**config.mk**
```make
export PLATFORM = sky130hd
export DESIGN_NAME = cp0_tlb_top
export DESIGN_NICKNAME = d
export VERILOG_FILES = /design/src/common/cp0_pkg.sv /design/src/cp0/cp0_regs.sv /design/src/tlb/tlb_array.sv /design/src/design/cp0_tlb_top.sv
export VERILOG_INCLUDE_DIRS = /design/src /design/src/common
export SDC_FILE = /design/constraint.sdc
export NUM_CORES = 2
export LEC_CHECK = 0
export ABC_CLOCK_PERIOD_IN_PS = 9200
export BUFFER_PORTS_ARGS = -buffer_cell sky130_fd_sc_hd__buf_4
export CAP_MARGIN = 20
export CORE_ASPECT_RATIO = 0.7
export CORE_MARGIN = 5
export CORE_UTILIZATION = 45
export DETAILED_ROUTE_END_ITERATION = 16
export PLACE_DENSITY = 0.58
export SYNTH_ARGS = -nofsm -noshare
export SYNTH_HDL_FRONTEND = slang
export SYNTH_HIERARCHICAL = 1
export SYNTH_SLANG_ARGS = --single-unit
```
**constraint.sdc**
```tcl
create_clock -name clk -period 9.2 [get_ports clk]
set_clock_uncertainty 0.1 [all_clocks]
set_input_delay 0.46 -clock clk [delete_from_list [all_inputs] [get_ports clk]]
set_output_delay 0.46 -clock clk [all_outputs]
set_load 0.01 [all_outputs]
```
**src/common/cp0_cfg.svh**
```systemverilog
`ifndef CP0_CFG_SVH
`define CP0_CFG_SVH

`default_nettype none

// entries in the tlb array
`define CP0_TLBNUM 16

// register numbers, select 0 only
`define CP0_INDEX_NUM     0
`define CP0_ENTRYLO0_NUM  2
`define CP0_ENTRYLO1_NUM  3
`define CP0_BADVADDR_NUM  8
`define CP0_COUNT_NUM     9
`define CP0_ENTRYHI_NUM   10
`define CP0_COMPARE_NUM   11
`define CP0_STATUS_NUM    12
`define CP0_CAUSE_NUM     13
`define CP0_EPC_NUM       14

`default_nettype wire

`endif

```
**src/common/cp0_pkg.sv**
```systemverilog
`default_nettype none

package cp0_pkg;

	typedef logic [31:0] word_t;
	typedef logic [7:0] cp0_addr_t;

	// int, fetch ade, load ade, store ade, sys, bp, ri, ov
	typedef logic [7:0] exc_vec_t;
	typedef logic [5:0] int_vec_t;

	// vpn2, asid, g, pfn0/c/d/v, pfn1/c/d/v
	typedef logic [77:0] tlb_entry_t;

	typedef logic [1:0] tlb_op_t;
	localparam tlb_op_t op_probe = 2'd1;
	localparam tlb_op_t op_read  = 2'd2;
	localparam tlb_op_t op_write = 2'd3;

	typedef enum logic [1:0] {
		st_idle,
		st_exec,
		st_ack
	} tlb_state_t;

endpackage

`default_nettype wire

```
**src/cp0/cp0_regs.sv**
```systemverilog
`include "cp0_cfg.svh"
`default_nettype none

module cp0_regs
	import cp0_pkg::*;
#(
	parameter int tlb_num = `CP0_TLBNUM
) (
	input  logic                       clk,
	input  logic                       rst,
	input  cp0_addr_t                  addr,
	input  logic                       wen,
	input  word_t                      wdata,
	input  exc_vec_t                   exc,
	input  word_t                      pc,
	input  logic                       is_slot,
	input  word_t                      bad_vaddr,
	input  int_vec_t                   int_lines,
	input  logic                       eret,
	input  logic                       probe_wen,
	input  word_t                      probe_index,
	input  logic                       read_wen,
	input  tlb_entry_t                 read_entry,
	output word_t                      rdata,
	output word_t                      epc,
	output logic                       int_happen,
	output word_t                      entryhi,
	output logic [$clog2(tlb_num)-1:0] index,
	output tlb_entry_t                 wr_entry
);
	localparam int iw = $clog2(tlb_num);

	logic [31:0] reg_sel;
	logic exc_int, exc_fetch, exc_load, exc_store, exc_sys, exc_bp, exc_ri, exc_ov;
	logic any_exc;
	logic exc_take;
	logic [4:0] exccode;

	logic [7:0] status_im;
	logic status_exl;
	logic status_ie;
	logic cause_bd;
	logic cause_ti;
	logic [7:0] cause_ip;
	logic [4:0] cause_exccode;
	word_t badvaddr_r;
	logic [32:0] count_r;
	word_t compare_r;
	logic index_p;
	logic [iw-1:0] index_val;
	logic [18:0] entryhi_vpn2;
	logic [7:0] entryhi_asid;
	logic [25:0] entrylo0_r;
	logic [25:0] entrylo1_r;
	word_t status_val;
	word_t cause_val;
	word_t index_full;

	// one-hot register select, select field must be 0
	assign reg_sel = (addr[2:0] == 3'd0) ? (32'd1 << addr[7:3]) : 32'd0;

	assign status_val = {9'd0, 1'b1, 6'd0, status_im, 6'd0, status_exl, status_ie};
	assign cause_val  = {cause_bd, cause_ti, 14'd0, cause_ip, 1'b0, cause_exccode, 2'b00};
	assign index_full = {index_p, {(31 - iw){1'b0}}, index_val};
	assign entryhi    = {entryhi_vpn2, 5'd0, entryhi_asid};

	assign rdata = {32{reg_sel[`CP0_INDEX_NUM]}}    & index_full
	             | {32{reg_sel[`CP0_ENTRYLO0_NUM]}} & {6'd0, entrylo0_r}
	             | {32{reg_sel[`CP0_ENTRYLO1_NUM]}} & {6'd0, entrylo1_r}
	             | {32{reg_sel[`CP0_BADVADDR_NUM]}} & badvaddr_r
	             | {32{reg_sel[`CP0_COUNT_NUM]}}    & count_r[32:1]
	             | {32{reg_sel[`CP0_ENTRYHI_NUM]}}  & entryhi
	             | {32{reg_sel[`CP0_COMPARE_NUM]}}  & compare_r
	             | {32{reg_sel[`CP0_STATUS_NUM]}}   & status_val
	             | {32{reg_sel[`CP0_CAUSE_NUM]}}    & cause_val
	             | {32{reg_sel[`CP0_EPC_NUM]}}      & epc;

	assign {exc_int, exc_fetch, exc_load, exc_store, exc_sys, exc_bp, exc_ri, exc_ov} = exc;
	assign any_exc  = |exc;
	assign exc_take = any_exc && !status_exl;

	// fixed priority, address errors share code 4 except the store
	assign exccode = exc_int   ? 5'h00 :
	                 exc_fetch ? 5'h04 :
	                 exc_ri    ? 5'h0a :
	                 exc_sys   ? 5'h08 :
	                 exc_bp    ? 5'h09 :
	                 exc_ov    ? 5'h0c :
	                 exc_load  ? 5'h04 : 5'h05;

	assign int_happen = !status_exl && status_ie && (|(status_im & cause_ip));

	always_ff @(posedge clk) begin
		if (rst) begin
			status_im  <= 8'd0;
			status_ie  <= 1'b0;
			status_exl <= 1'b0;
		end else begin
			if (wen && reg_sel[`CP0_STATUS_NUM]) begin
				status_im <= wdata[15:8];
				status_ie <= wdata[0];
			end
			if (any_exc)
				status_exl <= 1'b1;
			else if (eret)
				status_exl <= 1'b0;
			else if (wen && reg_sel[`CP0_STATUS_NUM])
				status_exl <= wdata[1];
		end
	end

	always_ff @(posedge clk) begin
		if (rst) begin
			cause_bd      <= 1'b0;
			cause_exccode <= 5'd0;
			cause_ti      <= 1'b0;
			cause_ip      <= 8'd0;
		end else begin
			if (exc_take) begin
				cause_bd      <= is_slot;
				cause_exccode <= exccode;
			end
			if (wen && reg_sel[`CP0_COMPARE_NUM])
				cause_ti <= 1'b0;
			else if (count_r[32:1] == compare_r)
				cause_ti <= 1'b1;
			// timer shares ip7 with the top hardware line
			cause_ip[7:2] <= {int_lines[5] | cause_ti, int_lines[4:0]};
			if (wen && reg_sel[`CP0_CAUSE_NUM])
				cause_ip[1:0] <= wdata[9:8];
		end
	end

	always_ff @(posedge clk) begin
		if (exc_take)
			epc <= is_slot ? pc - 32'd4 : pc;
		else if (wen && reg_sel[`CP0_EPC_NUM])
			epc <= wdata;
		if (exc_fetch || exc_load || exc_store)
			badvaddr_r <= bad_vaddr;
	end

	// count runs at half the clock rate
	always_ff @(posedge clk) begin
		if (rst)
			count_r <= 33'd0;
		else if (wen && reg_sel[`CP0_COUNT_NUM])
			count_r <= {wdata, 1'b0};
		else
			count_r <= count_r + 33'd1;
		if (rst)
			compare_r <= 32'hffff_ffff;
		else if (wen && reg_sel[`CP0_COMPARE_NUM])
			compare_r <= wdata;
	end

	always_ff @(posedge clk) begin
		if (rst) begin
			index_p   <= 1'b0;
			index_val <= '0;
		end else if (probe_wen) begin
			index_p   <= probe_index[31];
			index_val <= probe_index[iw-1:0];
		end else if (wen && reg_sel[`CP0_INDEX_NUM]) begin
			index_val <= wdata[iw-1:0];
		end
	end

	// staging registers, tlbr result wins over software
	always_ff @(posedge clk) begin
		if (read_wen) begin
			entryhi_vpn2 <= read_entry[77:59];
			entryhi_asid <= read_entry[58:51];
			entrylo0_r   <= {read_entry[49:25], read_entry[50]};
			entrylo1_r   <= {read_entry[24:0], read_entry[50]};
		end else if (wen) begin
			if (reg_sel[`CP0_ENTRYHI_NUM]) begin
				entryhi_vpn2 <= wdata[31:13];
				entryhi_asid <= wdata[7:0];
			end
			if (reg_sel[`CP0_ENTRYLO0_NUM])
				entrylo0_r <= wdata[25:0];
			if (reg_sel[`CP0_ENTRYLO1_NUM])
				entrylo1_r <= wdata[25:0];
		end
	end

	assign index = index_val;
	assign wr_entry = {entryhi_vpn2, entryhi_asid, entrylo0_r[0] & entrylo1_r[0],
	                   entrylo0_r[25:1], entrylo1_r[25:1]};

endmodule

`default_nettype wire

```
**src/tlb/tlb_array.sv**
```systemverilog
`include "cp0_cfg.svh"
`default_nettype none

module tlb_array
	import cp0_pkg::*;
#(
	parameter int tlb_num = `CP0_TLBNUM
) (
	input  logic                       clk,
	input  logic                       rst,
	input  logic                       tlb_req,
	input  tlb_op_t                    tlb_op,
	input  word_t                      entryhi,
	input  logic [$clog2(tlb_num)-1:0] index,
	input  tlb_entry_t                 wr_entry,
	output logic                       tlb_ack,
	output logic                       probe_wen,
	output word_t                      probe_index,
	output logic                       read_wen,
	output tlb_entry_t                 read_entry
);
	localparam int iw = $clog2(tlb_num);

	tlb_state_t state;
	tlb_entry_t entries [tlb_num];
	logic found;
	logic [iw-1:0] hit_slot;
	logic write_en;

	// four-phase handshake, one cycle in exec per request
	always_ff @(posedge clk) begin
		if (rst) begin
			state   <= st_idle;
			tlb_ack <= 1'b0;
		end else begin
			case (state)
				st_idle: begin
					if (tlb_req)
						state <= st_exec;
				end
				st_exec: begin
					state   <= st_ack;
					tlb_ack <= 1'b1;
				end
				st_ack: begin
					if (!tlb_req) begin
						state   <= st_idle;
						tlb_ack <= 1'b0;
					end
				end
				default: state <= st_idle;
			endcase
		end
	end

	assign probe_wen = (state == st_exec) && (tlb_op == op_probe);
	assign read_wen  = (state == st_exec) && (tlb_op == op_read);
	assign write_en  = (state == st_exec) && (tlb_op == op_write);

	// scan downward so the lowest matching slot is kept
	always_comb begin
		found    = 1'b0;
		hit_slot = '0;
		for (int i = tlb_num - 1; i >= 0; i--) begin
			if (entries[i][77:59] == entryhi[31:13] &&
			    (entries[i][50] || entries[i][58:51] == entryhi[7:0])) begin
				found    = 1'b1;
				hit_slot = iw'(i);
			end
		end
	end

	assign probe_index = {~found, {(31 - iw){1'b0}}, hit_slot};
	assign read_entry  = entries[index];

	always_ff @(posedge clk) begin
		if (rst) begin
			for (int i = 0; i < tlb_num; i++)
				entries[i] <= '0;
		end else if (write_en) begin
			entries[index] <= wr_entry;
		end
	end

endmodule

`default_nettype wire

```
**src/design/cp0_tlb_top.sv**
```systemverilog
`include "cp0_cfg.svh"
`default_nettype none

module cp0_tlb_top
	import cp0_pkg::*;
#(
	parameter int tlb_num = `CP0_TLBNUM
) (
	input  logic      clk,
	input  logic      rst,
	input  cp0_addr_t addr,
	input  logic      wen,
	input  word_t     wdata,
	input  exc_vec_t  exc,
	input  word_t     pc,
	input  logic      is_slot,
	input  word_t     bad_vaddr,
	input  int_vec_t  int_lines,
	input  logic      eret,
	output word_t     rdata,
	output word_t     epc,
	output logic      int_happen,
	input  logic      tlb_req,
	input  tlb_op_t   tlb_op,
	output logic      tlb_ack
);
	word_t entryhi;
	logic [$clog2(tlb_num)-1:0] index;
	tlb_entry_t wr_entry;
	logic probe_wen;
	word_t probe_index;
	logic read_wen;
	tlb_entry_t read_entry;

	cp0_regs #(.tlb_num(tlb_num)) cp0_regs_inst (
		.clk, .rst, .addr, .wen, .wdata, .exc, .pc, .is_slot, .bad_vaddr,
		.int_lines, .eret, .probe_wen, .probe_index, .read_wen, .read_entry,
		.rdata, .epc, .int_happen, .entryhi, .index, .wr_entry
	);

	tlb_array #(.tlb_num(tlb_num)) tlb_array_inst (
		.clk, .rst, .tlb_req, .tlb_op, .entryhi, .index, .wr_entry,
		.tlb_ack, .probe_wen, .probe_index, .read_wen, .read_entry
	);

endmodule

`default_nettype wire

```
==> results.py <==
metrics = {
    "run_status": {
        "status": "finished clean",
    },
    "finish": {
        "fillerInstances": 13700,
        "multi_input_area_sq_um": 27800,
        "num-nets-final": 5436,
        "fin_util_pct": 50.6,
        "regArea_sq_um": 43700,
        "drive_gt1_share_pct": 18.1,
        "area_growth_pct": 11.8,
    },
    "setup_path": {
        "r2r_slack_ns": 4.52,
        "crit_fanout": 49,
        "cp.arrival_ns": 4.98,
        "rr_endpoint": "tlb_array_inst/entries[3][9]$_SDFFCE_PN0P_",
        "rr_worst_depth": 8,
        "critPathCaptureType": "flip-flop",
        "r2r_start": "tlb_array_inst/state[1]$_SDFFE_PP0P_",
        "worstPathRequired_ns": 9.50,
        "start_kind": "flip-flop",
        "critPathKind": "flip-flop to flip-flop",
    },
    "placement": {
        "hpwlAfterDp_um": 160000,
        "gp_congestion": 0.902,
        "numPortBuffers": 191,
    },
    "global_routing": {
        "grt_use_total_pct": 29.1,
        "grt_antenna_before_repair": 30,
        "grt_max_degree": 107,
        "overflow": 0,
        "grt_pass1_vias": 44200,
        "grt_first_pass_wirelength_um": 356000,
    },
    "floorplan": {
        "start_util_pct": 45.3,
        "die_area_sq_um": 173000,
        "die_w_um": 494,
        "ios": 192,
        "core_sq_um": 163000,
        "dieHeight_um": 349,
        "std_cell_rows": 124,
    },
    "timing": {
        "maxSlewViolCount": 0,
        "finalSetupViolCount": 0,
        "rsz0062_at_grt": "no",
        "max_freq_mhz": 214,
        "hold_viol_final": 0,
        "relSlewSlack_pct": 3.86,
        "finalSetupTns_ns": 0,
        "tightest_slew_ns": 1.44,
        "period_share_pct": 50.9,
        "period_minus_slack_ns": 4.68,
    },
    "cts": {
        "clock_path_buffers": 3,
        "cts_sinks": 1488,
        "postCtsResizedCells": 0,
        "cts-root-buf": "clkbuf_16",
        "path_clk_slew_ns": 0.06,
        "cts_buffers": 151,
        "clk_latency_ns": 0.81,
        "cts_max_level": 4,
        "cts_tree": "yes",
    },
    "power": {
        "p_comb_share_pct": 5.8,
        "powerDensity_nw_per_um2": 183,
        "clock_power_share_pct": 42.7,
        "internal_power_w": 0.0116,
        "ir_worst_vdd_uv": 174,
        "p_leak_nw": 29.2,
        "switching_share_pct": 22.9,
        "p_seq_share_pct": 51.5,
        "switching_power_w": 0.00346,
    },
    "synth": {
        "syn_area_sq_um": 73900,
        "avgSynthCellArea_sq_um": 14.0,
        "yosys_warnings": 6,
        "syn-num-nets": 5399,
        "synth_cells": 5271,
    },
    "route": {
        "vias": 46500,
        "drt-initial-drc-count": 6681,
        "avgViaCountPerCell": 6.09,
        "route.detailed.drc": 0,
        "first_pass_iters": 6,
        "wl_per_cell_um": 33.4,
        "routed_wl_um": 255000,
        "ant_nets": 0,
    },
    "hold_path": {
        "hold_class": "primary input to flip-flop",
        "min_path_cells": 3,
        "worstHoldStart": "pc[11]",
        "whs_endpoint": "cp0_regs_inst/epc[11]$_DFFE_PP_",
    },
    "flow_run": {
        "drv_cap": 0,
    },
}
-- power by group through the flow --
stage,Combinational [W],Sequential (W),Clock (W)
after floorplan,0.000462,0.00783,0
after global placement,0.000825,0.00790,0
after detailed placement,0.000828,0.00791,0
after CTS,0.000868,0.00776,0.00652
after global routing,0.000910,0.00778,0.00680
final,0.000880,0.00777,0.00644
-- layout by cell type (no fill, tap or decap), drive strengths merged, types with 12 or more instances in the layout --
cell type and instances:
xor2 414, o211ai 12, nand4 41, nor3 35, o21ai 42, a211o 35, a22oi 55, nand3 51
xnor2 109, edfxtp 1391, clkbuf 186, and2 1261, nor2 115, clkinv 57, a221oi 18, a211oi 33
inv 14, mux4 390, nand2 252, dfxtp 97, bufinv 20, or2 18, mux2i 23, nor4 114
buf 294, nor2b 45, nand2b 34, mux2 19, dlygate4sd3 105, a21oi 54
-- worst max-delay path, stage by stage, from the launching register on --
cell and delay (ns):
dfxtp_1 0.34, nand3b_1 0.24, nor3b_1 0.27, buf_4 0.22, buf_4 0.14, nand3_1 0.32, nor3_4 0.89, or2_4 0.78
buf_4 0.86
-- timing repair --
| action | 4_1_cts | 5_1_grt |
|---|---|---|
| hold endpoints to repair | 165 | 0 |
| setup buffers | 0 | 0 |
| setup endpoints to repair | 0 | 0 |
| hold buffers | 105 | 0 |
-- how the worst max path moves through the flow --
stage                                               startpoint                                          end  slack (ns)  cells past startpoint
after global routing      tlb_array_inst/state[0]$_SDFFE_PP0P_  tlb_array_inst/entries[3][42]$_SDFFCE_PN0P_        4.41                      8
after global placement                                     rst  tlb_array_inst/entries[9][39]$_SDFFCE_PN0P_        3.87                      9
final                     tlb_array_inst/state[1]$_SDFFE_PP0P_   tlb_array_inst/entries[3][9]$_SDFFCE_PN0P_        4.52                      8
after CTS                 tlb_array_inst/state[1]$_SDFFE_PP0P_  tlb_array_inst/entries[3][68]$_SDFFCE_PN0P_        4.59                      8
after floorplan                                         exc[5]               cp0_regs_inst/epc[0]$_DFFE_PP_        5.83                      6
after detailed placement                                   rst  tlb_array_inst/entries[3][35]$_SDFFCE_PN0P_        4.45                      8
-- area by class of cell --
| type | instances | share of cell area, % |
|---|---|---|
| Sequential cell | 1488 | 52.9 |
| Clock inverter | 88 | 1.19 |
| Antenna cell | 6 | 0.0182 |
| Timing Repair Buffer | 399 | 4.01 |
| Multi-Input combinational cell | 3259 | 33.6 |
| Tap cell | 2205 | 3.34 |
| Clock buffer | 186 | 4.91 |
| Inverter | 9 | 0.0409 |
-- flip-flops by register name (all words and copies together), names as in the netlist, 2 cells and up --
name	count
cp0_regs_inst/badvaddr_r	32
cp0_regs_inst/cause_exccode	4
cp0_regs_inst/cause_ip	8
cp0_regs_inst/compare_r	32
cp0_regs_inst/count_r	33
cp0_regs_inst/entryhi_asid	8
cp0_regs_inst/entryhi_vpn2	19
cp0_regs_inst/entrylo0_r	26
cp0_regs_inst/entrylo1_r	26
cp0_regs_inst/epc	32
cp0_regs_inst/index	4
cp0_regs_inst/status_im	8
tlb_array_inst/entries	1248
tlb_array_inst/state	2
-- routing by layer --
| layer | track usage [%] | part of all wire (%) | vias to the layer above |
|---|---|---|---|
| li1 | - | - | 19200 |
| met3 | 8.51 | 13 | 307 |
| met1 | 44.9 | 43 | 24100 |
| met5 | 0 | 0.025 | - |
| met2 | 40.4 | 41 | 2907 |
| met4 | 6.75 | 2.1 | 10 |
-- through the flow --
step | hold WS, ns | instance area, sq um | std cells | power (W) | worst slack, ns
after global placement | 0.353 | 76500 | 7249 | 0.00873 | 3.87
after detailed placement | 0.365 | 76500 | 7253 | 0.00873 | 4.45
after global routing | 0.0492 | 82700 | 7634 | 0.0155 | 4.41
final | 0.0699 | 82700 | 7640 | 0.0151 | 4.52
after floorplan | 0.332 | 73900 | 5271 | 0.00829 | 5.83
after CTS | 0.0197 | 82600 | 7632 | 0.0151 | 4.59
No activity file was read; power rests on OpenSTA's default activity.
